File: src/common/emesh_pkg.sv
`default_nettype none

package emesh_pkg;

   //##########################################################################
   // Sizes
   //##########################################################################
   localparam int PACKET_W   = 104;                // Full eMesh transaction
   localparam int MEM_WORDS  = 256;                // 1 KB endpoint memory
   localparam int FIFO_DEPTH = 16;                 // Input buffer entries
   localparam int FIFO_AW    = $clog2(FIFO_DEPTH); // Pointer width

   //##########################################################################
   // Field types
   //##########################################################################
   typedef logic [31:0]        addr_t;
   typedef logic [31:0]        data_t;
   typedef logic [11:0]        chipid_t;           // dstaddr[31:20]
   typedef logic [3:0]         ctrlmode_t;
   typedef logic [1:0]         datamode_t;         // 0 byte, 1 half, 2/3 word
   typedef logic [7:0]         mem_index_t;        // dstaddr[9:2]
   typedef logic [1:0]         byte_off_t;         // dstaddr[1:0]
   typedef logic [FIFO_AW-1:0] fifo_ptr_t;
   typedef logic [FIFO_AW:0]   fifo_cnt_t;         // One extra bit for full

   localparam chipid_t   LINK_ID = 12'h810;        // Own ID, never a memory hit
   localparam datamode_t DM_BYTE = 2'd0;
   localparam datamode_t DM_HALF = 2'd1;

   //##########################################################################
   // Transaction and internal request formats
   //##########################################################################
   typedef struct packed {
      addr_t     srcaddr;                          // [103:72]
      data_t     data;                             // [71:40]
      addr_t     dstaddr;                          // [39:8]
      ctrlmode_t ctrlmode;                         // [7:4]
      datamode_t datamode;                         // [3:2]
      logic      write;                            // [1]
      logic      rsvd;                             // [0]
   } emesh_packet_t;

   // Controller to memory array
   typedef struct packed {
      logic       valid;
      logic       write;
      mem_index_t index;
      byte_off_t  offset;
      datamode_t  datamode;
      data_t      wdata;
   } mem_req_t;

   // Read context carried next to the array output
   typedef struct packed {
      addr_t      srcaddr;                         // Requester, becomes dstaddr
      addr_t      dstaddr;                         // Becomes response srcaddr
      ctrlmode_t  ctrlmode;
      datamode_t  datamode;
      byte_off_t  offset;                          // Lane select for alignment
   } resp_info_t;

   typedef enum logic {
      RUN,                                         // Pipeline moving
      STALL                                        // Response held by resp_wait
   } ctrl_state_t;

endpackage

`default_nettype wire

File: src/emem/emem_ctrl.sv
`default_nettype none

module emem_ctrl import emesh_pkg::*; (
   input  logic          clk,
   input  logic          reset,
   // FIFO head
   input  logic          fifo_access,
   input  emesh_packet_t fifo_packet,
   output logic          fifo_pop,
   // Array and response stage
   output mem_req_t      mem_req,
   output resp_info_t    rsp_info,
   output logic          hold,
   // Response handshake
   input  logic          resp_access,
   input  logic          resp_wait
);

   ctrl_state_t state;
   ctrl_state_t state_next;
   chipid_t     head_chipid;
   logic        is_local;          // Addressed to this link, discard
   logic        is_write;
   logic        is_read;
   logic        wr_pop;
   logic        rd_pop;
   resp_info_t  info_q;            // Context of read now in array register

   //##########################################################################
   // Head decode and chip-ID filter
   //##########################################################################
   assign head_chipid = fifo_packet.dstaddr[31:20];
   assign is_local    = fifo_access & (head_chipid == LINK_ID);
   assign is_write    = fifo_access & ~is_local & fifo_packet.write;
   assign is_read     = fifo_access & ~is_local & ~fifo_packet.write;

   //##########################################################################
   // Back-pressure FSM
   //##########################################################################
   always_comb begin
      case (state)
         STALL:   hold = resp_wait;                 // Held response is still valid
         default: hold = resp_access & resp_wait;
      endcase
   end

   always_comb begin
      state_next = state;
      case (state)
         RUN: begin
            if (hold) begin
               state_next = STALL;
            end
         end
         STALL: begin
            if (!hold) begin
               state_next = RUN;                    // Response taken
            end
         end
         default: state_next = RUN;
      endcase
   end

   always_ff @(posedge clk or posedge reset) begin
      if (reset) begin
         state <= RUN;
      end else begin
         state <= state_next;
      end
   end

   //##########################################################################
   // Pop and memory request
   //##########################################################################
   assign wr_pop   = is_write;                      // Writes never touch read pipe
   assign rd_pop   = is_read & ~hold;               // Read at head blocks the rest
   assign fifo_pop = is_local | wr_pop | rd_pop;

   always_comb begin
      mem_req.valid    = wr_pop | rd_pop;
      mem_req.write    = wr_pop;
      mem_req.index    = fifo_packet.dstaddr[9:2];  // Word index
      mem_req.offset   = fifo_packet.dstaddr[1:0];
      mem_req.datamode = fifo_packet.datamode;
      mem_req.wdata    = fifo_packet.data;
   end

   // Read context, aligned with array read register
   always_ff @(posedge clk) begin
      if (rd_pop) begin
         info_q.srcaddr  <= fifo_packet.srcaddr;
         info_q.dstaddr  <= fifo_packet.dstaddr;
         info_q.ctrlmode <= fifo_packet.ctrlmode;
         info_q.datamode <= fifo_packet.datamode;
         info_q.offset   <= fifo_packet.dstaddr[1:0];
      end
   end

   assign rsp_info = info_q;

endmodule

`default_nettype wire

File: config.mk
export PLATFORM = sky130hd
export DESIGN_NAME = emem_ctrl
export DESIGN_NICKNAME = d
export VERILOG_FILES = /design/src/common/emesh_pkg.sv /design/src/emem/emem_ctrl.sv
export SDC_FILE = /design/constraint.sdc
export NUM_CORES = 1
export LEC_CHECK = 0
export CORE_AREA = 2 2 89 91
export CTS_CLUSTER_SIZE = 30
export DETAILED_ROUTE_END_ITERATION = 16
export DIE_AREA = 0 0 91 93
export DONT_BUFFER_PORTS = 1
export PLACE_DENSITY = 0.56
export SYNTH_ARGS = -nofsm -noshare
export SYNTH_HDL_FRONTEND = slang
export SYNTH_SLANG_ARGS = --single-unit
File: constraint.sdc
create_clock -name clk -period 11.6 [get_ports clk]
set_input_delay 1.74 -clock clk [delete_from_list [all_inputs] [get_ports clk]]
set_output_delay 1.74 -clock clk [all_outputs]
set_load 0.05 [all_outputs]
==> Yosys cells after proc, flatten, opt, wreduce, memory -nomap -nowiden <==
Index checks and enable logic that the tools add are counted.
{ "word_totals": {"latchBits": 0, "register_bits": 73, "romBits": 0, "ram_bits": 0, "word_cells": 21, "n_memories": 0} }
{ "classes": {"n_addsub": 0, "bitwise": 12, "n_lt_le_gt_ge": 0, "div": 0, "n_mux": 2, "n_mul": 0, "eq_ne": 1, "n_reduce_logical": 0, "shift": 0} }
{ "ops": {"columns": ["op", "count"], "rows": [
  ["== test 12 bit, second input constant", 1],
  ["bitwise AND 1 bit", 6],
  ["inverter 1 bit", 3],
  ["OR 1 bit", 3],
  ["two-way mux 1 bit", 2]
]} }

==> Logic depth before layout (Yosys ltp) <==
{ "depth": {"depth_word": 7, "ltp_mapped": 4} }

==> Worst setup path before layout <==
No wires, ideal clock.
{ "synth_path": {"kind": "input -> register", "start": "input port resp_access", "end": "register info_q (netlist bit rsp_info[0]), enable pin", "stages": 3, "setup_slack_ns": 1.480, "arrival_time_ns": 9.426, "required_ns": 10.906, "n_path_buf": 0, "path_cell_list": "o21ai_0 -> inv_1 -> nor4b_1"} }
{ "synth_between": {"elab_chain_cells": 4} }
{ "synth_rtl": {"columns": ["element", "line", "text"], "rows": [
  ["from (decl)", "emem_ctrl.sv:15", "input logic resp_access,"],
  ["bitwise AND 1 bit", "emem_ctrl.sv:43", "default: hold = resp_access & resp_wait;"],
  ["two-way mux 1 bit", "emem_ctrl.sv:41", "case (state)"],
  ["named net hold", "emem_ctrl.sv:13", "output logic hold,"],
  ["inverter 1 bit", "emem_ctrl.sv:76", "assign rd_pop = is_read & ~hold;"],
  ["bitwise AND 1 bit", "emem_ctrl.sv:76", null],
  ["named net rd_pop", "emem_ctrl.sv:26", "logic rd_pop;"],
  ["to (decl)", "emem_ctrl.sv:27", "resp_info_t info_q;"]
]} }
The timed path passes the listed nets, and every way through them passes these cells.
A chain may end at the register's enable or synchronous reset.

==> Worst setup path after layout <==
{ "layout_path": {"start": "input port fifo_packet[37] (netlist bit)", "end": "output port fifo_pop"} }
{ "layout_between": {"elab_chain_cells": 7, "word_cells_on_any_way": 9, "cone_classes": "eq/ne: 1; bitwise: 8"} }
{ "layout_rtl": {"columns": ["element", "line", "text"], "rows": [
  ["from (decl)", "emem_ctrl.sv:8", "input emesh_packet_t fifo_packet,"],
  ["== test 12 bit (*)", "emem_ctrl.sv:33", "assign is_local = fifo_access & (head_chipid == LINK_ID);"],
  ["bitwise AND 1 bit (*)", "emem_ctrl.sv:33", null],
  ["inverter 1 bit", "emem_ctrl.sv:34, emem_ctrl.sv:35", null],
  ["bitwise AND 1 bit", "emem_ctrl.sv:34, emem_ctrl.sv:35", null],
  ["bitwise AND 1 bit (on tied branches)", "emem_ctrl.sv:34, emem_ctrl.sv:35", null],
  ["OR 1 bit / bitwise AND 1 bit (equally long branches)", "emem_ctrl.sv:77, emem_ctrl.sv:76", null],
  ["OR 1 bit (*)", "emem_ctrl.sv:77", "assign fifo_pop = is_local | wr_pop | rd_pop;"],
  ["to (decl)", "emem_ctrl.sv:9", "output logic fifo_pop,"]
]} }
Every way passes the cells marked *; elsewhere a longest branch is shown, timed or not.

==> impl_results.md <==
- Synth Register Bits: 71
- CTS tree: done
- Asr flop ratio synth: 1.41%
- Power density cells: 199 mW/mm²
- Worst Tran Pin Value: 0.998 ns
- Sequential area share after synthesis: 82.2%
- Die height: 93 µm
- Largest family of logic cells by synthesized area: buffers and inverters
- Placed cells: 187
- Longest Clk Path Bufs: 2
- DRC viols: 0
- Synth Area in XOR/XNOR: 0%
- CP required: 9.86 ns
- Layout Cells excl Fill: 203
- Final nets: 205
- Hold Vio Cnt, Final: 0
- Max Cap Viol: 0
- Fraction of final layout cells sized beyond drive strength 1: 20.8%
- Initial Utilization: 34.4%
- Average routed wire per standard cell: 24.1 µm
- Post-Synth Simple-Gate Area: 3.19%
- Core ar.: 0.00753 mm²
- Clk sinks: 71
- H-tree Lvls: 3
- Diode count: 0
- Largest fanout on the critical path: 4
- GRT Util Overall: 10.9%
- Row count: 32
- Critical Path Sink Type: output port
- Syn Area/Cell: 19.8 µm²
- Resized cells post-CTS: 0
- Syn Inst Count: 131
- Chip Width: 91 µm
- Final setup TNS: 0 ns
- Die ar.: 0.00846 mm²
- Initial antenna violation count: 1
- Initial DRC Count: 32
- Num CTS Buffers: 9
- Power, Total: 0.507 mW
- Area grow syn2layout: -1.50%
- Yosys Warn Count: 0
- Worst vdd ir: 0.0523 mV
- Status: complete, no violations
- WS Path Type: input port to output port
- Leakage power: 0.788 nW
- # port buffers: 0
- # setup viols final: 0
- Fin crit share: 41.0%
- Number of synthesized flops with an enable pin: 70
- Vias: 926
- Slew headroom: 33.0%
- RSZ-0062 raised after global routing: false
- TritonRoute pass-1 iters: 4
- Synth Area in Adders: 0%
- Number of vias per cell: 4.56
- Compound-cell area share of the yosys netlist: 0.580%
- Clk root buf: clkbuf_8
- Clk slew on worst S/H paths: 0.08 ns
- Total gr overflow: 0
- Number of fill cells: 725
- Post-Syn Area: 0.00259 mm²
- Mux cell area share after synthesis: 0%
- Clk Latency, worst-skew pair: 0.33 ns
- Arrival time at the worst endpoint: 3.02 ns
- Register area: 0.00213 mm²
- Multi-input gate area: 104 µm²
- Antenna Nets Post-Route: 0
- Vias in the first global route: 922
- Placer Congestion: 0.642
- Final HPWL DP: 3800 µm
- Worst hold path type: flop to flop
- Top cells by count, synth: edfxtp_1 (70), buf_4 (47), inv_1 (3)
- Post-Syn Nets: 240
- Final clock skew: 0.00780 ns
- I/O pin count: 229
- Final Slew Violations: 0
- Post CTS Setup Buffer Count: 0
- Hold_buf cts: 0
- Final wirelength: 4900 µm
- Synth top area share: 81.2%
- Leading area contributor after synthesis: edfxtp_1
- Top cells by area, synth: edfxtp_1 (81%), buf_4 (14%), dfrtp_1 (0.97%)
- First-pass GRT wire length: 6490 µm
- Prevailing post-synth register cell: edfxtp_1
- Most numerous cell in the Yosys netlist: edfxtp_1
- Fmax: 210 MHz
- Largest net degree at the start of global routing: 71
- Minimum clock period: 4.76 ns
- Crit path launch type: input port
- Cell variety after synth: 13
==> critical path, cell delays in order <==
cell and delay, ns:
nor4b_2 0.35, nand3_2 0.14, o21ai_1 0.79
==> logic make-up (layout without fill, tap and decap cells) <==
logic type | after synthesis | count (layout)
buf+inv | 50 | 20
compound gates | 3 | 3
simple gates | 7 | 7
flops | 71 | 71
==> where the power goes <==
group	internal (mW)	switching (mW)	total, mW
logic	0.00132	0.00875	0.0101
registers	0.295	0.0352	0.330
clock network	0.0773	0.0895	0.167
==> area by class of cell <==
type | count | area share, %
tap | 102 | 5.00
timing repair buffer | 1 | 0.294
clock inverter | 7 | 1.91
inverter | 3 | 0.442
clock buffer | 9 | 4.86
sequential | 71 | 83.4
multi-input combinational | 10 | 4.07
==> placed cells by master, fill, tap and decap left out <==
| master | n |
|---|---|
| and3_1 | 1 |
| buf_4 | 1 |
| clkbuf_8 | 9 |
| clkinv_1 | 1 |
| clkinv_2 | 1 |
| clkinv_4 | 1 |
| clkinvlp_4 | 3 |
| dfrtp_1 | 1 |
| edfxtp_1 | 70 |
| inv_1 | 3 |
| inv_6 | 1 |
| nand3_2 | 1 |
| nor2b_1 | 1 |
| nor4_2 | 1 |
| nor4b_2 | 2 |
| nor4b_4 | 1 |
| o21ai_0 | 2 |
| o21ai_1 | 1 |
==> through the flow <==
stage / instance area (µm²) / util, % / worst slack [ns] / hold WS, ns
after global routing: 2550 / 33.9 / 6.78 / 1.00
after detailed placement: 2380 / 31.6 / 6.81 / 0.937
after CTS: 2550 / 33.9 / 6.81 / 0.954
after floorplan: 2590 / - / 1.48 / 0.848
final: 2550 / 33.9 / 6.84 / 0.952
after global placement: 2380 / 31.6 / 6.85 / 0.936
==> path summary, 6_finish.rpt <==
check | start | endpoint | slack [ns] | cells past startpoint
max in group asynchronous | reset | state$_DFF_PP0_ | 10.39 | 1
setup reg to reg | state$_DFF_PP0_ | rsp_info[14]$_DFFE_PP_ | 9.31 | 4
min in group asynchronous | reset | state$_DFF_PP0_ | 1.12 | 1
hold reg to reg | state$_DFF_PP0_ | state$_DFF_PP0_ | 0.95 | 2
hold / removal | state$_DFF_PP0_ | state$_DFF_PP0_ | 0.95 | 2
setup / recovery | fifo_packet[37] | fifo_pop | 6.84 | 3
==> metal layers <==
metal	global-route usage, %	vias to the layer above	part of all wire [%]
met5	0	-	0
met4	9.97	0	4.2
met3	7.57	29	16
met2	16.6	112	48
met1	9.42	424	31
li1	-	361	-
==> state kept, by name, indices dropped and copies added (netlist names) <==
name,count
rsp_info,70
state,1
Power figures use the tool's default switching activity.
