## config.mk

```make
export PLATFORM = sky130hd
export DESIGN_NAME = packet_fifo
export DESIGN_NICKNAME = d
export VERILOG_FILES = /design/src/common/emesh_pkg.sv /design/src/hw/packet_fifo.sv
export SDC_FILE = /design/constraint.sdc
export NUM_CORES = 1
export LEC_CHECK = 0
export BUFFER_PORTS_ARGS = -buffer_cell sky130_fd_sc_hd__buf_4
export CAP_MARGIN = 20
export CELL_PAD_IN_SITES_DETAIL_PLACEMENT = 0
export CELL_PAD_IN_SITES_GLOBAL_PLACEMENT = 1
export CORE_ASPECT_RATIO = 0.9
export CORE_MARGIN = 5
export CORE_UTILIZATION = 59
export CTS_CLUSTER_DIAMETER = 120
export DETAILED_ROUTE_END_ITERATION = 6
export PLACE_DENSITY = 0.89
export SLEW_MARGIN = 40
export SYNTH_ARGS = -nofsm -noshare
export SYNTH_HDL_FRONTEND = slang
export SYNTH_SLANG_ARGS = --single-unit
```

## constraint.sdc

```tcl
create_clock -name clk -period 14.6 [get_ports clk]
set_input_delay 0.73 -clock clk [delete_from_list [all_inputs] [get_ports clk]]
set_output_delay 0.73 -clock clk [all_outputs]
set_load 0.1 [all_outputs]
```

## src/common/emesh_pkg.sv

```systemverilog
`default_nettype none

package emesh_pkg;

   //##########################################################################
   // Sizes
   //##########################################################################
   localparam int PACKET_W   = 104;                // Full eMesh transaction
   localparam int MEM_WORDS  = 256;                // 1 KB endpoint memory
   localparam int FIFO_DEPTH = 16;                 // Input buffer entries
   localparam int FIFO_AW    = $clog2(FIFO_DEPTH); // Pointer width

   //##########################################################################
   // Field types
   //##########################################################################
   typedef logic [31:0]        addr_t;
   typedef logic [31:0]        data_t;
   typedef logic [11:0]        chipid_t;           // dstaddr[31:20]
   typedef logic [3:0]         ctrlmode_t;
   typedef logic [1:0]         datamode_t;         // 0 byte, 1 half, 2/3 word
   typedef logic [7:0]         mem_index_t;        // dstaddr[9:2]
   typedef logic [1:0]         byte_off_t;         // dstaddr[1:0]
   typedef logic [FIFO_AW-1:0] fifo_ptr_t;
   typedef logic [FIFO_AW:0]   fifo_cnt_t;         // One extra bit for full

   localparam chipid_t   LINK_ID = 12'h810;        // Own ID, never a memory hit
   localparam datamode_t DM_BYTE = 2'd0;
   localparam datamode_t DM_HALF = 2'd1;

   //##########################################################################
   // Transaction and internal request formats
   //##########################################################################
   typedef struct packed {
      addr_t     srcaddr;                          // [103:72]
      data_t     data;                             // [71:40]
      addr_t     dstaddr;                          // [39:8]
      ctrlmode_t ctrlmode;                         // [7:4]
      datamode_t datamode;                         // [3:2]
      logic      write;                            // [1]
      logic      rsvd;                             // [0]
   } emesh_packet_t;

   // Controller to memory array
   typedef struct packed {
      logic       valid;
      logic       write;
      mem_index_t index;
      byte_off_t  offset;
      datamode_t  datamode;
      data_t      wdata;
   } mem_req_t;

   // Read context carried next to the array output
   typedef struct packed {
      addr_t      srcaddr;                         // Requester, becomes dstaddr
      addr_t      dstaddr;                         // Becomes response srcaddr
      ctrlmode_t  ctrlmode;
      datamode_t  datamode;
      byte_off_t  offset;                          // Lane select for alignment
   } resp_info_t;

   typedef enum logic {
      RUN,                                         // Pipeline moving
      STALL                                        // Response held by resp_wait
   } ctrl_state_t;

endpackage

`default_nettype wire

```

## src/hw/packet_fifo.sv

```systemverilog
`default_nettype none

module packet_fifo import emesh_pkg::*; (
   input  logic          clk,
   input  logic          reset,
   input  logic          push,
   input  emesh_packet_t push_packet,
   output logic          full,
   input  logic          pop,
   output logic          head_valid,
   output emesh_packet_t head_packet
);

   logic [PACKET_W-1:0] buffer [FIFO_DEPTH];   // Packet storage
   fifo_ptr_t           wr_ptr;
   fifo_ptr_t           rd_ptr;
   fifo_cnt_t           count;                 // Occupancy
   logic                do_push;
   logic                do_pop;

   assign full       = (count == fifo_cnt_t'(FIFO_DEPTH));
   assign head_valid = (count != '0);
   assign head_packet = buffer[rd_ptr];        // Head read straight from storage

   assign do_push = push & ~full;              // Sender holds packet while full
   assign do_pop  = pop & head_valid;          // Pop on empty ignored

   // Storage
   always_ff @(posedge clk) begin
      if (do_push) begin
         buffer[wr_ptr] <= push_packet;
      end
   end

   //##########################################################################
   // Pointers and occupancy
   //##########################################################################
   always_ff @(posedge clk or posedge reset) begin
      if (reset) begin
         wr_ptr <= '0;
         rd_ptr <= '0;
         count  <= '0;
      end else begin
         if (do_push) begin
            wr_ptr <= wr_ptr + 1'b1;           // Wraps at depth, power of 2
         end
         if (do_pop) begin
            rd_ptr <= rd_ptr + 1'b1;
         end
         case ({do_push, do_pop})
            2'b10:   count <= count + 1'b1;
            2'b01:   count <= count - 1'b1;
            default: count <= count;           // Both or neither
         endcase
      end
   end

endmodule

`default_nettype wire

```

# After elaboration in Yosys (flattened, before gate mapping)
# Memories as Yosys holds them, arrays and structs flattened.
# Index checks and enable logic that the tools add are counted.
# totals
elab_cells	19
mem_bits_rw	1664
input_bits	108
mem_bits_ro	0
memories	1
out_inout_bits	106
latchBits	0
regBits	13
# classes
multipliers	0
shift	0
bitwise	3
div	0
eq_ne	3
mux	3
order_cmp	0
addsub	4
n_reduce_logical	2
# memory_table
memory	depth	word_bits	read_ports	rd_ports_with_merged_regs	wr	line_no	rtl
buffer	16	104	1	0	1	packet_fifo.sv:14	logic [PACKET_W-1:0] buffer [FIFO_DEPTH];
# op_table
operator	count
5-bit one-hot mux with 2 select lines	1
4-bit by 1-bit adder with 4-bit output (second input constant)	2
5-bit by 1-bit adder with 5-bit output (second input constant)	1
5-bit == test (second input constant)	1
5-bit nonzero test	1
5-bit by 1-bit subtractor with 5-bit output (second input constant)	1
1-bit bitwise AND	2
2-bit by 1-bit == test with 1-bit output (second input constant)	1
2-bit == test (second input constant)	1
1-bit two-way mux	2
2-bit nonzero test	1
1-bit NOT	1

# Longest topological paths before layout
# Gate-level depths: netlist of the first run.
# logic_depth
depth_word	5
depth_mapped	9
ltp_nobuf	9

# Worst setup path after synthesis of the first run
# No wires, ideal clock.
# synth_timing
kind	in2reg
startpoint	input push
endpoint	memory buffer[3][0], enable pin
required_time_ns	13.906
path_stages	3
t_arrival_ns	8.256
setup_time_ns	0.694
setup_slack_ns	5.650
path_buffers	0
cell_sequence	a21boi_2 > nand2_1 > nor3_1
# synth_via
elab_chain_cells	3
# synth_lines
element	line_no	rtl
from (decl)	packet_fifo.sv:6	input logic push,
1-bit bitwise AND	packet_fifo.sv:25	assign do_push = push & ~full;
1-bit two-way mux	packet_fifo.sv:30	if (do_push) begin
1-bit two-way mux (implied by the code)	packet_fifo.sv:31	buffer[wr_ptr] <= push_packet;
to (decl)	packet_fifo.sv:14	
# No other way between the ends.

==> results of run 1 <==
[Yosys cell counts, types with 2 or more instances]
| master | instances | share of area (%) |
|---|---|---|
| a22oi_1 | 104 | 1.2 |
| ha_1 | 9 | 0.17 |
| xor2_1 | 2 | 0.027 |
| nor3_1 | 4 | 0.031 |
| mux4_2 | 208 | 7.2 |
| buf_1 | 11 | 0.064 |
| a221oi_1 | 105 | 1.4 |
| o21ai_0 | 73 | 0.56 |
| clkbuf_1 | 56 | 0.32 |
| o21ai_1 | 34 | 0.26 |
| mux2_2 | 2 | 0.035 |
| dfrtp_1 | 13 | 0.50 |
| buf_4 | 23 | 0.27 |
| inv_1 | 5 | 0.029 |
| a21oi_1 | 2 | 0.015 |
| nand2b_1 | 2 | 0.019 |
| nor2_1 | 13 | 0.075 |
| edfxtp_1 | 1664 | 77 |
| buf_2 | 45 | 0.35 |
| buf_12 | 2 | 0.062 |
| nand2_1 | 114 | 0.66 |
| mux2i_1 | 417 | 6.4 |
| xnor2_1 | 8 | 0.11 |
| buf_8 | 5 | 0.12 |
| a221oi_2 | 103 | 2.4 |
| a21o_1 | 2 | 0.023 |
| buf_6 | 35 | 0.61 |
[worst reg2reg max path, cell delays in order, from the launching register on]
cell and delay (ns):
dfrtp_1 0.44, nor4_1 0.15, a21boi_2 0.42, nand2_1 0.34
nor2_4 0.51, buf_8 0.25, buf_6 0.56, buf_4 0.86
[through the flow]
stage	power, mW	hold WS [ns]	util [%]	setup WS (ns)
2_1_floorplan	11.4	0.482	-	5.65
3_3_place_gp	12.8	0.504	62.1	8.80
3_5_place_dp	13.0	0.532	62.5	8.76
4_1_cts	17.0	0.00961	67.0	7.90
5_1_grt	17.5	0.0531	67.2	7.90
6_report	16.9	0.0303	67.2	8.29
[layer usage]
layer	global-route usage, %	vias to the layer above
met5	0.899	-
met4	7.93	12
met3	5.05	256
met2	42.1	1673
met1	33.6	16663
li1	-	13546
[cells by family (layout without fill, tap and decap cells)]
logic type,Yosys count,after routing
buffers and inverters,183,583
and+or+nand+nor,140,140
adders and majority gates,10,10
other,0,14
muxes,627,627
DFF,1677,1677
AOI/OAI and AO/OA,425,425
xor gates and xnor gates,10,10
[final cells by class]
type                       instances  area, um^2  area share (%)
inverter                           6        30.0          0.0409
multi-input combinational       1212       13600            18.5
timing repair buffer             290        2630            3.58
sequential                      1677       50300            68.5
antenna                           14        35.0          0.0477
clock buffer                     193        4110            5.59
clock inverter                    94         913            1.24
tap                             1462        1830            2.49
[registers in the layout, indices dropped and copies added, names as in the netlist]
signal  cells
buffer   1664
count       5
rd_ptr      4
wr_ptr      4
[report_power, final]
group	switching, mW	internal (mW)
clock network	1.72	2.26
registers	0.216	5.79
logic	4.95	1.95
total	6.89	10.0
[worst max path at each step]
stage                                from                endpoint  slack, ns  cells past startpoint
floorplan                            push  buffer[3][0]$_DFFE_PP_       5.65                      3
global placement    rd_ptr[0]$_DFFE_PP0P_         head_packet[81]       8.80                      7
detailed placement  rd_ptr[0]$_DFFE_PP0P_         head_packet[81]       8.76                     10
CTS                 rd_ptr[0]$_DFFE_PP0P_         head_packet[81]       7.90                     10
global route        rd_ptr[0]$_DFFE_PP0P_         head_packet[81]       7.90                     10
finish              rd_ptr[0]$_DFFE_PP0P_         head_packet[81]       8.29                     10
==> impl_metrics.yaml, run 1 <==
status:
  outcome: "finished, final reports clean"
clock_tree:
  cts_tree: "done"
  ctsResizeCount: 0
  cts_buffers: 157
  worstSkewPairLatency_ns: 0.76
  cts_setup_buffers: 0
  clockRootBuffer: "clkbuf_16"
  cts_max_level: 4
  cts.reportedPaths.clkPinSlew_ns: 0.06
  clk_path_buf_depth: 3
  cts.sinks: 1677
  cts-hold-fix-buffers: 0
timing:
  report.final.slew_viol_count: 0
  post-route-period-util_pct: 43.2
  relSlewSlack_pct: 40.8
  worst_slew_pin_slew_ns: 0.889
  finalSetupTns_ns: 0
  layout_min_cycle_time_ns: 6.31
  rsz0062_at_grt: "no"
  setup_violations: 0
  fmaxAchievable_ghz: 0.158
  hold_viol: 0
  fin_skew_ns: 0.0358
floorplan:
  initial_core_util_pct: 59.4
  fp.dieArea_um2: 117000
  die-width_um: 360
  ios: 214
  row_count: 115
  core-area_um2: 109000
  die_height_um: 325
layout:
  final_layout_size_suffix_gt1_share_pct: 24.2
  fill_cells: 6730
  final_common_cell: "edfxtp_1"
  stdcell_area_um2: 73400
  syn_to_final_growth_pct: 13.1
  finalNetCount: 3462
  instances_no_fill: 4948
  final_cell_mix: "edfxtp_1, mux2i_1, buf_4"
critical_path:
  worst_path_most_repeated_cell: "buf_16"
  critical_path_arrival_ns: 5.58
  max_stage_delay_ns: 0.91
  start_kind: "flip-flop"
  path_class: "reg2out"
  reg2reg_from: "count[0]$_DFFE_PP0P_"
  crit_path_end_kind: "output pin"
  worstPathCellList: "buf_12 > buf_16 > buf_16 > clkbuf_8 > buf_6 > mux2i_1 > a221oi_1 > o21ai_0 > nand2_1 > buf_4"
  ff2ff_path_depth: 7
  critPathBufInv: 6
  crit_fanout: 66
  slowest_stage: "dfrtp_4"
  timing.rr.end: "buffer[14][4]$_DFFE_PP_"
  reg2reg_slack_ns: 10.64
  cpLargestDelayFamily: "buffers and inverters"
  required_ns: 13.87
route:
  drc: 0
  wire_per_inst_um: 29.8
  top_layer_used: "met5"
  drt_wl_total_um: 148000
  via_per_inst: 6.50
  drt_iter0_markers: 4009
  num_vias: 32150
  route.met3.wl_um: 13400
  wl_met2_um: 75100
  dr.pass1.iters: 6
  drt-met1-wl_um: 55300
  ant_nets: 0
logic_synthesis:
  ys_seq_elements: 1677
  synth.cell_area_um2: 65000
  ys.flop_type: "edfxtp_1"
  yosysWarnings: 0
  syn_nets: 3190
  synth_adder_area_share_pct: 0.204
  synth_top_family_by_area: "multiplexers"
  async_reset_ff_share_pct: 0.775
  synth_cells: 3072
  seq_area_frac_synth_pct: 77.4
  synth_simple_gate_area_share_pct: 0.865
  synth_edf_count: 1664
  synthXorXnorAreaFrac_pct: 0.135
  synth-compound-area-share_pct: 5.89
  synth.mux.area_fraction_pct: 13.7
  yosysUniqueCellTypes: 38
  avgSynthCellArea_um2: 21.1
power_and_ir_drop:
  peakVddDrop_v: 0.000589
  p_per_area_nw_per_um2: 230
  power_leakage_nw: 24.5
global_route:
  grt_max_degree: 67
  grt-ovfl-total: 0
  grt.total_usage_pct: 25.1
  grt_pass1_wl_um: 217000
  antenna_found_initial: 18
  grt_pass1_vias: 32991
placed_design:
  dpl.hpwl_um: 76100
  port_buffers: 213
  dp_cells: 4644
  postPlaceCellArea_um2: 68300
  gp_congestion: 0.750
flow_run:
  drv_cap: 0
hold_path:
  min_path_type: "in2async"
No activity file was read; power rests on OpenSTA's default activity.
==> run 2: changes to the inputs <==
--- a/config.mk
+++ b/config.mk
@@ -11,10 +11,10 @@
 export CELL_PAD_IN_SITES_GLOBAL_PLACEMENT = 1
 export CORE_ASPECT_RATIO = 0.9
 export CORE_MARGIN = 5
-export CORE_UTILIZATION = 59
+export CORE_UTILIZATION = 55
 export CTS_CLUSTER_DIAMETER = 120
 export DETAILED_ROUTE_END_ITERATION = 6
-export PLACE_DENSITY = 0.89
+export PLACE_DENSITY = 0.85
 export SLEW_MARGIN = 40
 export SYNTH_ARGS = -nofsm -noshare
 export SYNTH_HDL_FRONTEND = slang
==> constraint.sdc (replaced) <==
create_clock -name clk -period 6.2 [get_ports clk]
set_input_delay 0.31 -clock clk [delete_from_list [all_inputs] [get_ports clk]]
set_output_delay 0.31 -clock clk [all_outputs]
set_load 0.1 [all_outputs]
==> run 2 against run 1 <==
Effect of this change: largest cell class unchanged; worst hold slack gained 0.047 ns; critical path depth decreased by 3; wire length is 3.4% lower; cell count increased by 4.1%; critical path type unchanged; highest routed layer unchanged.
==> impl_metrics.yaml, run 2 (synthesis gave the netlist of run 1 again) <==
layout:
  final_layout_size_suffix_gt1_share_pct: 23.1
  final_cell_mix: "edfxtp_1, mux2i_1, buf_4"
  finalNetCount: 3562
  fill_cells: 7751
  largest_reg_flops: 1664
  instances_no_fill: 5151
  final_common_cell: "edfxtp_1"
  regMostFlops: "buffer"
  multi_input_area_um2: 13600
  syn_to_final_growth_pct: 14.6
  reg.largest.list: "buffer: 1664 flops, count: 5 flops"
  seq_area_um2: 50300
clock_tree:
  clk_path_buf_depth: 3
  cts_max_level: 4
  cts.sinks: 1677
  worstSkewPairLatency_ns: 0.78
  cts_tree: "done"
  cts_setup_buffers: 0
  cts.reportedPaths.clkPinSlew_ns: 0.06
  ctsResizeCount: 0
  cts_buffers: 161
  cts-hold-fix-buffers: 106
  clockRootBuffer: "clkbuf_16"
critical_path:
  crit_fanout: 107
  crit_path_end_kind: "output pin"
  required_ns: 5.89
  start_kind: "flip-flop"
  path_class: "reg2out"
  critical_path_arrival_ns: 4.24
timing:
  report.final.slew_viol_count: 0
  hold_viol: 0
  setup_violations: 0
  finalSetupTns_ns: 0
  rsz0062_at_grt: "no"
  relSlewSlack_pct: 42.9
  post-route-period-util_pct: 73.4
  worst_slew_pin_slew_ns: 0.856
  fin_ws_ns: 1.65
  fmaxAchievable_ghz: 0.220
  fin_skew_ns: 0.0276
  layout_min_cycle_time_ns: 4.55
placed_design:
  port_buffers: 213
  dpl.hpwl_um: 68800
  dp_cells: 4747
  dp_slack_ns: 2.31
  gp_congestion: 0.715
global_route:
  antenna_found_initial: 12
  grt_max_degree: 108
  grt_pass1_vias: 32141
  grt.total_usage_pct: 22.9
  grt-ovfl-total: 0
  grt_pass1_wl_um: 212000
route:
  ant_nets: 0
  dr.pass1.iters: 7
  num_vias: 31725
  drt_wl_total_um: 143000
  via_per_inst: 6.16
  wire_per_inst_um: 27.7
  drc: 0
  drt_iter0_markers: 3442
power_and_ir_drop:
  p_per_area_nw_per_um2: 530
  peakVddDrop_v: 0.000796
  power_leakage_nw: 24.9
  total_power_mw: 39.5
floorplan:
  ios: 214
  die-width_um: 372
  row_count: 119
  fp.dieArea_um2: 125000
  die_height_um: 336
  initial_core_util_pct: 55.4
  core-area_um2: 117000
status:
  outcome: "finished, final reports clean"
hold_path:
  min_path_type: "in2reg"
flow_run:
  drv_cap: 0
-- run 2: changes by cell type in the layout (fill, tap and decap cells not counted), moves of 5 or more --
| cell | previous run | this run |
|---|---|---|
| clkbuf_16 | 159 | 165 |
| bufinv_16 | 14 | 3 |
| dlygate4sd3_1 | 0 | 106 |
| buf_6 | 28 | 12 |
| buf_4 | 238 | 230 |
| clkinv_2 | 19 | 24 |
| buf_12 | 6 | 32 |
| buf_16 | 11 | 3 |
-- run 2: power breakdown --
group / switching, mW / internal, mW / total [mW] / leakage (nW)
combinational: 11.7 / 4.72 / 16.4 / 7.35
clock: 4.03 / 5.00 / 9.03 / 2.36
sequential: 0.368 / 13.6 / 14.0 / 15.2
total: 16.1 / 23.4 / 39.5 / 24.9
-- run 2: layout make-up --
cell class | instances | area share [%]
Antenna cell | 10 | 0.0336
Multi-Input combinational cell | 1212 | 18.3
Tap cell | 1573 | 2.64
Timing Repair Buffer | 386 | 4.96
Clock buffer | 202 | 5.73
Inverter | 6 | 0.0403
Sequential cell | 1677 | 67.5
Clock inverter | 85 | 0.758
-- run 2: worst paths after layout --
| path | start | to | slack (ns) | cells after the start |
|---|---|---|---|---|
| max | rd_ptr[2]$_DFFE_PP0P_ | head_packet[33] | 1.65 | 7 |
| max reg2reg | count[0]$_DFFE_PP0P_ | buffer[9][43]$_DFFE_PP_ | 2.92 | 5 |
| min in group asynchronous | reset | count[4]$_DFFE_PP0P_ | 0.16 | 3 |
| min | pop | rd_ptr[3]$_DFFE_PP0P_ | 0.08 | 4 |
| max in group asynchronous | reset | rd_ptr[0]$_DFFE_PP0P_ | 5.57 | 3 |
| min reg2reg | count[3]$_DFFE_PP0P_ | count[3]$_DFFE_PP0P_ | 0.53 | 2 |
-- run 2: per-layer routing --
| layer | vias up | share of wire, % | global-route usage [%] | wire, um |
|---|---|---|---|---|
| met5 | - | 0.030 | 0 | 43 |
| met1 | 16708 | 42 | 33.0 | 59700 |
| met2 | 1082 | 50 | 37.5 | 71300 |
| li1 | 13734 | - | - | - |
| met4 | 6 | 1.8 | 5.68 | 2560 |
| met3 | 195 | 6.3 | 3.67 | 9040 |
-- run 2: worst max-delay path, cell delays in order (launching register included) --
cell      delay [ns]
dfrtp_4         0.67
buf_12          0.28
nor2b_4         0.72
buf_12          0.65
a221oi_1        0.26
a22oi_1         0.25
nand2_1         0.23
buf_4           0.31
-- run 2: per-stage QoR --
stage / instance area [um^2] / hold WS (ns) / utilization [%]
after CTS: 74400 / 0.0276 / 63.5
after global placement: 68200 / 0.408 / 58.2
after floorplan: 65000 / 0.187 / -
after detailed placement: 68500 / 0.422 / 58.5
after global routing: 74500 / 0.0513 / 63.5
final: 74500 / 0.0775 / 63.6
