[src/common/emesh_pkg.sv]
`default_nettype none

package emesh_pkg;

   //##########################################################################
   // Sizes
   //##########################################################################
   localparam int PACKET_W   = 104;                // Full eMesh transaction
   localparam int MEM_WORDS  = 256;                // 1 KB endpoint memory
   localparam int FIFO_DEPTH = 16;                 // Input buffer entries
   localparam int FIFO_AW    = $clog2(FIFO_DEPTH); // Pointer width

   //##########################################################################
   // Field types
   //##########################################################################
   typedef logic [31:0]        addr_t;
   typedef logic [31:0]        data_t;
   typedef logic [11:0]        chipid_t;           // dstaddr[31:20]
   typedef logic [3:0]         ctrlmode_t;
   typedef logic [1:0]         datamode_t;         // 0 byte, 1 half, 2/3 word
   typedef logic [7:0]         mem_index_t;        // dstaddr[9:2]
   typedef logic [1:0]         byte_off_t;         // dstaddr[1:0]
   typedef logic [FIFO_AW-1:0] fifo_ptr_t;
   typedef logic [FIFO_AW:0]   fifo_cnt_t;         // One extra bit for full

   localparam chipid_t   LINK_ID = 12'h810;        // Own ID, never a memory hit
   localparam datamode_t DM_BYTE = 2'd0;
   localparam datamode_t DM_HALF = 2'd1;

   //##########################################################################
   // Transaction and internal request formats
   //##########################################################################
   typedef struct packed {
      addr_t     srcaddr;                          // [103:72]
      data_t     data;                             // [71:40]
      addr_t     dstaddr;                          // [39:8]
      ctrlmode_t ctrlmode;                         // [7:4]
      datamode_t datamode;                         // [3:2]
      logic      write;                            // [1]
      logic      rsvd;                             // [0]
   } emesh_packet_t;

   // Controller to memory array
   typedef struct packed {
      logic       valid;
      logic       write;
      mem_index_t index;
      byte_off_t  offset;
      datamode_t  datamode;
      data_t      wdata;
   } mem_req_t;

   // Read context carried next to the array output
   typedef struct packed {
      addr_t      srcaddr;                         // Requester, becomes dstaddr
      addr_t      dstaddr;                         // Becomes response srcaddr
      ctrlmode_t  ctrlmode;
      datamode_t  datamode;
      byte_off_t  offset;                          // Lane select for alignment
   } resp_info_t;

   typedef enum logic {
      RUN,                                         // Pipeline moving
      STALL                                        // Response held by resp_wait
   } ctrl_state_t;

endpackage

`default_nettype wire

[src/emem/emem_resp.sv]
`default_nettype none

module emem_resp import emesh_pkg::*; (
   input  logic          clk,
   input  logic          reset,
   input  resp_info_t    rsp_info,
   input  data_t         rd_word,
   input  logic          rd_valid,
   input  logic          hold,
   output logic          resp_access,
   output emesh_packet_t resp_packet
);

   data_t         aligned;        // Addressed lanes moved to bit 0
   emesh_packet_t resp_d;
   emesh_packet_t resp_q;
   logic          access_q;

   // Read data alignment, zero extended
   always_comb begin
      case (rsp_info.datamode)
         DM_BYTE: aligned = {24'd0, rd_word[8*rsp_info.offset +: 8]};
         DM_HALF: aligned = {16'd0, rd_word[16*rsp_info.offset[1] +: 16]};
         default: aligned = rd_word;
      endcase
   end

   //##########################################################################
   // Read-response packet
   //##########################################################################
   always_comb begin
      resp_d.srcaddr  = rsp_info.dstaddr;     // Address that was read
      resp_d.data     = aligned;
      resp_d.dstaddr  = rsp_info.srcaddr;     // Back to requester
      resp_d.ctrlmode = rsp_info.ctrlmode;
      resp_d.datamode = rsp_info.datamode;
      resp_d.write    = 1'b1;                 // Responses travel as writes
      resp_d.rsvd     = 1'b0;
   end

   always_ff @(posedge clk) begin
      if (!hold) begin
         resp_q <= resp_d;
      end
   end

   always_ff @(posedge clk or posedge reset) begin
      if (reset) begin
         access_q <= 1'b0;
      end else if (!hold) begin
         access_q <= rd_valid;                // Kept high while resp_wait stalls
      end
   end

   assign resp_access = access_q;
   assign resp_packet = resp_q;

endmodule

`default_nettype wire

[config.mk]
export PLATFORM = sky130hd
export DESIGN_NAME = emem_resp
export DESIGN_NICKNAME = d
export VERILOG_FILES = /design/src/common/emesh_pkg.sv /design/src/emem/emem_resp.sv
export SDC_FILE = /design/constraint.sdc
export NUM_CORES = 1
export LEC_CHECK = 0
export BUFFER_PORTS_ARGS = -buffer_cell sky130_fd_sc_hd__buf_2
export CORE_MARGIN = 4
export CORE_UTILIZATION = 36
export DETAILED_ROUTE_END_ITERATION = 12
export GPL_ROUTABILITY_DRIVEN = 0
export PLACE_DENSITY = 0.73
export SLEW_MARGIN = 20
export SYNTH_ARGS = -nofsm -noshare
export SYNTH_HDL_FRONTEND = slang
export SYNTH_SLANG_ARGS = --single-unit
[constraint.sdc]
create_clock -name clk -period 1.8 [get_ports clk]
set_input_delay 0 -clock clk [delete_from_list [all_inputs] [get_ports clk]]
set_output_delay 0 -clock clk [all_outputs]
set_load 0.1 [all_outputs]
---- Word level (Yosys, flattened, before mapping) ----
Index checks and enable logic that the tools add are counted.
storage, ports and cells
  register bits ........................... 103
  input bits .............................. 108
  output and inout bits ................... 105
  logic and storage cells ................. 11
cells by class
  eq/ne operators ......................... 1
  shifts and indexed selects .............. 2
  muxes and demuxes ....................... 1
  reduce and logical (&&, ||, !) cells .... 1
operators with widths
  cell                                            count
  one-hot mux 32 bit (2 select lines)             1
  indexed part select 32 x 6 -> 16 bit            1
  indexed part select 32 x 6 -> 8 bit             1
  == test 2 x 1 -> 1 bit (second input constant)  1
  zero test 2 bit                                 1

---- Logic depth before layout (Yosys ltp) ----
Gate-level depths: netlist of run 1.
  depth in word-level cells ............... 2
  mapped depth ............................ 5
  gate-level depth less buffers ........... 3

---- Worst setup path before layout of run 1 ----
Ideal clock, no wire load.
  path type ............................... in2reg
  start point ............................. input hold
  end point ............................... register resp_q (netlist bit resp_packet[100]) (enable)
  setup time .............................. 455 ps
  arrival ................................. 1972 ps
  data required time ...................... 1345 ps
  setup slack ............................. -627 ps
  stages .................................. 1
  path buffers ............................ 0
  path through ............................ inv_1
RTL lines
  item                  RTL line         text
  start, declared       emem_resp.sv:9   input logic hold,
  end signal, assigned  emem_resp.sv:43  resp_q <= resp_d;
  end, declared         emem_resp.sv:16  emesh_packet_t resp_q;
No word-level cell between the ends.

---- Worst setup path in the final report of run 1 ----
  start point ............................. input rd_word[27]
  end point ............................... register resp_q (netlist bit resp_packet[43]) (data pin)
on the way
  cells in the longest elaborated chain, start to end .. 2
RTL lines
  item                                 RTL line         text
  start, declared                      emem_resp.sv:7   input data_t rd_word,
  indexed part select 32 x 6 -> 8 bit  emem_resp.sv:22  DM_BYTE: aligned = {24'd0, rd_word[8*rsp_info.offset +: 8]};
  one-hot mux 32 bit (2 select lines)  emem_resp.sv:21  case (rsp_info.datamode)
  named net aligned[3]                 emem_resp.sv:14  data_t aligned;
The timed path passes the listed nets, and every way through them passes these cells.
A chain may end at the register's enable or synchronous reset.

==> results.py, run 1 <==
metrics = {
    "sta": {
        "finalCritPeriodShare": 0.868,
        "fin_crit_ns": 1.56,
        "maxSlewViolCount": 0,
        "rsz0062_at_grt": "false",
        "final_hold_viol_count": 0,
        "final-setup-viol-count": 0,
        "relSlewSlack": 0.641,
        "worst_pin_slew_ns": 0.542,
        "fmax_ghz": 0.640,
        "fin_setup_tns_ns": 0,
        "clock_skew_ns": 0,
    },
    "die": {
        "die_w_um": 109,
        "core_area_sq_um": 9860,
        "ioPinCount": 213,
        "die_area_sq_um": 11900,
        "rows": 36,
        "die_h_um": 109,
        "initial_core_util": 0.372,
    },
    "clock_tree": {
        "clock-root-buffer": "clkbuf_8",
        "cts_setup_buffers": 0,
        "cts-htree-levels": 3,
        "cts.sinks": 103,
        "cts.reportedPaths.clkPinSlew_ns": 0.08,
        "cts_resized": 0,
        "clkLatencyLatePin_ns": 0.35,
        "numCtsBuffers": 9,
        "cts_tree": "done",
        "clockBufferDepth": 2,
    },
    "synthesis": {
        "syn_area_sq_um": 3670,
        "synthCells": 182,
        "synth_top_area_share": 0.835,
        "synth_cell_types": 25,
        "synth_most_common_cell": "edfxtp_1",
        "async_flop_share": 0.00971,
        "yosys.area.top_type": "edfxtp_1",
        "synth_edf_count": 102,
        "synth_nets": 290,
        "ys_seq_area_frac": 0.842,
        "synth_common_cells": "edfxtp_1 (102), and2_1 (16), a22o_1 (11)",
        "syn_area_per_cell_sq_um": 20.2,
        "synthTopCellsByArea": "edfxtp_1 (83%), and2_1 (2.7%), a22o_1 (2.6%), a221o_1 (1.9%), mux2i_1 (1.9%)",
        "synth-seq-cells": 103,
        "synthFlopType": "edfxtp_1",
        "ys_warn_count": 0,
    },
    "cells_and_area": {
        "fin_cells": 641,
        "nFillCells": 726,
        "antenna_cells": 0,
        "fin_area_sq_um": 6160,
        "syn_to_final_growth_pct": 67.9,
        "layout-drive-gt1-share": 0.459,
        "fin_nets": 611,
    },
    "placement": {
        "place_hpwl_um": 7330,
        "numPortBuffers": 210,
        "dpl_cell_area_sq_um": 4860,
        "dp_cells": 519,
    },
    "pwr": {
        "p_total_mw": 6.70,
        "irDropWorstVdd_mv": 0.607,
        "power-per-cell-area_nw_per_um2": 1090,
        "power_leakage_nw": 2.66,
    },
    "detailed_routing": {
        "via_per_inst": 4.52,
        "first_pass_iters": 4,
        "wirelength_um": 10900,
        "vias": 2899,
        "drt_iter0_markers": 97,
        "post-route-drc-count": 0,
        "wl_per_cell_um": 17.0,
        "postRouteAntennaNets": 0,
    },
    "worst_setup_path": {
        "critPathCaptureType": "register",
        "crit_path_max_fanout": 3,
        "crit_top_cell": "dlygate4sd3_1",
        "start_kind": "primary input",
        "startpoint": "rd_word[27]",
        "cpLargestDelayFamily": "buffers and inverters",
        "critPathKind": "primary input to register",
        "r2r_cells": 2,
        "path_cells": "dlygate4sd3_1 -> buf_2 -> mux2i_1 -> nor2_1 -> a221o_1 -> dlygate4sd3_1",
        "crit_cells": 6,
        "required_ns": 1.90,
        "timing.rr.end": "resp_access$_DFFE_PP0N_",
        "endpoint": "resp_packet[43]$_DFFE_PN_",
        "r2r_slack_ns": 0.50,
        "slowest_delay_ns": 0.55,
        "arrival_ns": 1.66,
        "r2r_start": "resp_access$_DFFE_PP0N_",
        "path_buf_inv": 3,
        "cp_slowest_cell": "dlygate4sd3_1",
    },
    "global_routing": {
        "grt_pass1_vias": 2996,
        "grt_pass1_wl_um": 15700,
        "grt_overflow": 0,
        "grt_max_degree": 53,
        "antenna_found_initial": 0,
        "grt_use_total": 0.179,
    },
    "outcome": {
        "outcome": "completed",
    },
    "worst_hold_path": {
        "hp-class": "primary input to register",
    },
    "run": {
        "drv_cap": 0,
    },
}
repair_timing:
item,in CTS,in global routing
setup endpoints to repair,0,0
hold buffers,106,0
endpoints found under the hold margin,102,0
power breakdown:
group | internal, mW | total, mW | switching [mW]
Combinational | 0.424 | 2.12 | 1.70
Clock | 0.923 | 1.67 | 0.746
Sequential | 2.85 | 2.91 | 0.0523
sequential cells by signal, summed over array words and instances (netlist names):
name         count
resp_packet    102
resp_access      1
worst reg2reg max path, stage by stage (launching register included):
cell and delay (ns):
dfrtp_1 0.39, mux2_2 0.26, dlygate4sd3_1 0.55
cell usage in the layout, fill, tap and decap left out, types with 2 or more instances in the layout:
cell,count
a22o_1,11
buf_2,210
a21o_1,2
a221o_1,7
nor2_1,7
dlygate4sd3_1,106
bufinv_16,3
edfxtp_1,102
mux2i_1,7
and2_1,16
inv_1,4
clkbuf_8,9
nand2_1,2
buf_12,2
o21ai_0,2
conb_1,2
metrics by stage:
step | setup slack, ns | util | hold WS, ns
final | 0.238 | 0.625 | 0.0345
after global routing | 0.190 | 0.625 | 0.0256
after detailed placement | 0.480 | 0.493 | -0.159
after CTS | 0.257 | 0.625 | 0.00900
after global placement | 0.561 | 0.493 | -0.167
after floorplan | -0.0418 | - | -0.271
layer usage:
metal,global-route usage,vias to the layer above,share of wire
met4,0.0523,0,0.011
met5,0,-,0
li1,-,1342,-
met2,0.332,151,0.53
met1,0.188,1392,0.35
met3,0.0657,14,0.11
worst min-delay path by stage:
stage / startpoint / end / slack, ns / depth (start not counted)
floorplan: reset / resp_access$_DFFE_PP0N_ / -0.27 / 1
global placement: reset / resp_access$_DFFE_PP0N_ / -0.17 / 2
detailed placement: reset / resp_access$_DFFE_PP0N_ / -0.16 / 2
CTS: rd_word[6] / resp_packet[46]$_DFFE_PN_ / 0.009 / 3
global route: rd_word[6] / resp_packet[46]$_DFFE_PN_ / 0.03 / 3
finish: rd_word[6] / resp_packet[46]$_DFFE_PN_ / 0.03 / 3
logic make-up (layout without fill, tap and decap cells):
family	Yosys count	count (layout)	synth area share
DFF	103	103	0.842
buffers and inverters	14	340	0.0249
AOI/OAI and AO/OA	24	24	0.0580
muxes	8	8	0.0222
other	2	2	0.00205
and+or+nand+nor	31	31	0.0512
final cells by class:
type                    count  area, sq um  area share
inverters                   5         22.5     0.00366
clock buffers              10          128      0.0207
repair buffers            319         2160       0.351
well taps                 133          166      0.0270
multi-input cells          65          489      0.0794
flip-flops and latches    103         3090       0.501
clock inverters             6          108      0.0175
No activity file was read; power rests on OpenSTA's default activity.
==> run 2, diff against run 1 <==
ABC_AREA = 1   (was unset)
PLACE_DENSITY = 0.72   (was 0.73)
SKIP_LAST_GASP = 1   (was unset)
clock period = 1.7 ns   (was 1.8 ns; I/O delays follow)
==> run 2 against run 1 <==
Net effect: die area rose by 2.7%; clock power rose by 4%; via count rose by 9.6%; first-iteration DRC count rose to 2.8 times the previous value; synthesized area rose by 2.9%; core utilization fell by 2.0 points; critical path depth fell by 5; flip-flop and latch count did not move; cell count rose by 12%; total power rose by 5.4%; global-route usage rose by 0.48 points; largest cell class unchanged.
==> results.py, run 2 <==
metrics = {
    "detailed_routing": {
        "vias": 3177,
        "drt_iter0_markers": 273,
        "post-route-drc-count": 0,
        "via_per_inst": 4.42,
        "first_pass_iters": 4,
        "wl_per_cell_um": 16.2,
        "wirelength_um": 11700,
        "postRouteAntennaNets": 0,
    },
    "placement": {
        "place_hpwl_um": 7270,
        "dp_cells": 599,
        "dp_slack_ns": 0.647,
        "numPortBuffers": 210,
    },
    "sta": {
        "clock_skew_ns": 0,
        "final-setup-viol-count": 0,
        "fin_crit_ns": 1.20,
        "finalCritPeriodShare": 0.705,
        "relSlewSlack": 0.649,
        "final_hold_viol_count": 0,
        "worst_slack_ns": 0.502,
        "worst_pin_slew_ns": 0.526,
        "maxSlewViolCount": 0,
        "fmax_ghz": 0.835,
        "rsz0062_at_grt": "false",
    },
    "synthesis": {
        "synth.area.mux_share": 0,
        "synthFlopType": "edfxtp_1",
        "ys_seq_area_frac": 0.818,
        "synth_top_family_by_area": "simple AND/OR/NAND/NOR gates",
        "yosys.area.top_type": "edfxtp_1",
        "synth_edf_count": 102,
        "async_flop_share": 0.00971,
        "synth_most_common_cell": "nand2_1",
        "synth_compound_area_frac": 0.00796,
        "synthCells": 260,
        "synthTopCellsByArea": "edfxtp_1 (81%), nand2_1 (10%), inv_1 (2.0%), nand3_1 (1.2%), dfrtp_1 (0.66%)",
        "synth-seq-cells": 103,
        "synth-adder-area-share": 0,
        "synth_top_area_share": 0.812,
        "synth_cell_types": 19,
        "synth-xor-area-share": 0,
        "synth-simple-area-share": 0.129,
        "synth_common_cells": "nand2_1 (104), edfxtp_1 (102), inv_1 (20)",
        "syn_area_per_cell_sq_um": 14.5,
        "syn_area_sq_um": 3770,
        "synth_nets": 368,
        "ys_warn_count": 0,
    },
    "worst_setup_path": {
        "path_cells": "buf_2",
        "r2r_start": "resp_access$_DFFE_PP0N_",
        "startpoint": "resp_packet[29]$_DFFE_PN_",
        "slowest_delay_ns": 0.44,
        "arrival_ns": 1.20,
        "cpLargestDelayFamily": "buffers and inverters",
        "critPathCaptureType": "output pin",
        "start_kind": "register",
        "cp_slowest_cell": "buf_2",
        "required_ns": 1.70,
        "crit_path_max_fanout": 1,
        "path_buf_inv": 1,
        "critPathKind": "register to output pin",
    },
    "clock_tree": {
        "cts_tree": "done",
        "clkLatencyLatePin_ns": 0.37,
        "cts_setup_buffers": 0,
        "clockBufferDepth": 2,
        "cts-htree-levels": 3,
        "cts.reportedPaths.clkPinSlew_ns": 0.11,
        "cts.sinks": 103,
        "numCtsBuffers": 9,
        "clock-root-buffer": "clkbuf_8",
    },
    "pwr": {
        "internal-power_mw": 4.29,
        "comb_power_share": 0.318,
        "power-per-cell-area_nw_per_um2": 1140,
        "power_leakage_nw": 2.87,
        "clkPwrFrac": 0.245,
        "swShare": 0.392,
        "irDropWorstVdd_mv": 0.670,
        "power_frac_seq": 0.437,
        "power.switching_mw": 2.77,
    },
    "worst_hold_path": {
        "hp-class": "primary input to register",
        "hold_start": "rd_word[4]",
    },
    "die": {
        "die_w_um": 110,
        "die_area_sq_um": 12200,
        "die_h_um": 110,
        "ioPinCount": 213,
        "rows": 37,
        "initial_core_util": 0.367,
        "core_area_sq_um": 10300,
    },
    "cells_and_area": {
        "fin_cells": 719,
        "syn_to_final_growth_pct": 64.8,
        "layout_common_cells": "buf_2 (210), nand2_1 (104), dlygate4sd3_1 (104)",
        "final_common_cell": "buf_2",
        "fin_nets": 686,
        "layout-drive-gt1-share": 0.410,
        "antenna_cells": 0,
        "largest_reg_flops": 102,
        "fin_util": 0.605,
    },
    "global_routing": {
        "grt_overflow": 0,
        "antenna_found_initial": 0,
        "grt_use_total": 0.184,
        "grt_max_degree": 104,
        "grt_pass1_vias": 3177,
        "grt_pass1_wl_um": 16200,
    },
    "outcome": {
        "outcome": "completed",
    },
    "run": {
        "drv_cap": 0,
    },
}
==> run 2: cell types whose count changed in the layout (fill, tap and decap cells not counted), moves of 4 or more <==
cell,previous run,this run
a221o_1,7,0
and2_1,16,0
a22o_1,11,0
inv_1,4,19
nand2_1,2,104
nand2_2,0,4
nor2_1,7,0
nand3_1,0,9
mux2i_1,7,0
==> run 2: area by class of cell <==
cell class                 instances  area, sq um
clock buffer                       9          124
clock inverter                     7          101
fill                             775         4060
inverter                          22         91.3
multi-input combinational        126          523
sequential                       103         3090
tap                              136          170
timing repair buffer             316         2120
==> run 2: metrics by stage <==
| step | TNS (ns) | total power, mW | hold WS (ns) | instance area, sq um |
|---|---|---|---|---|
| CTS | 0 | 7.06 | 0.0106 | 6220 |
| global route | 0 | 7.29 | 0.0351 | 6220 |
| floorplan | -15.55 | 4.81 | -0.271 | 3780 |
| global placement | 0 | 5.16 | -0.168 | 4950 |
| detailed placement | 0 | 5.18 | -0.159 | 4950 |
| finish | 0 | 7.06 | 0.0242 | 6220 |
==> run 2: worst paths after layout <==
| path | end | slack (ns) | depth (start not counted) |
|---|---|---|---|
| setup reg to reg | resp_access$_DFFE_PP0N_ | 0.54 | 3 |
| setup / recovery | resp_packet[29] | 0.50 | 1 |
| hold reg to reg | resp_access$_DFFE_PP0N_ | 1.04 | 3 |
| min in group asynchronous | resp_access$_DFFE_PP0N_ | 0.56 | 4 |
| max in group asynchronous | resp_access$_DFFE_PP0N_ | 1.04 | 4 |
| hold / removal | resp_packet[44]$_DFFE_PN_ | 0.02 | 4 |
==> run 2: per-layer routing <==
layer | up-vias | global-route usage | routed length (um)
li1 | 1505 | - | -
met1 | 1494 | 0.196 | 4210
met2 | 164 | 0.348 | 6270
met3 | 14 | 0.0518 | 1040
met4 | 0 | 0.0572 | 155
met5 | - | 0 | 0
==> run 2: timing repair <==
| item | 4_1_cts | 5_1_grt |
|---|---|---|
| hold buffers | 104 | 0 |
| endpoints found under the setup margin | 0 | 0 |
| resized for setup | 0 | 0 |
| endpoints found under the hold margin | 102 | 0 |
==> run 2: cells by family after synthesis <==
logic type	count (synthesis)
flops	103
buf+inv	31
simple gates	120
compound gates	4
other cells	2
==> run 2: power groups by stage <==
stage          clock [mW]  combinational (mW)  sequential (mW)
2_1_floorplan           0               0.178             4.63
3_3_place_gp            0                2.03             3.13
3_5_place_dp            0                2.05             3.13
4_1_cts              1.74                2.24             3.08
5_1_grt              1.86                2.32             3.10
6_report             1.73                2.25             3.08
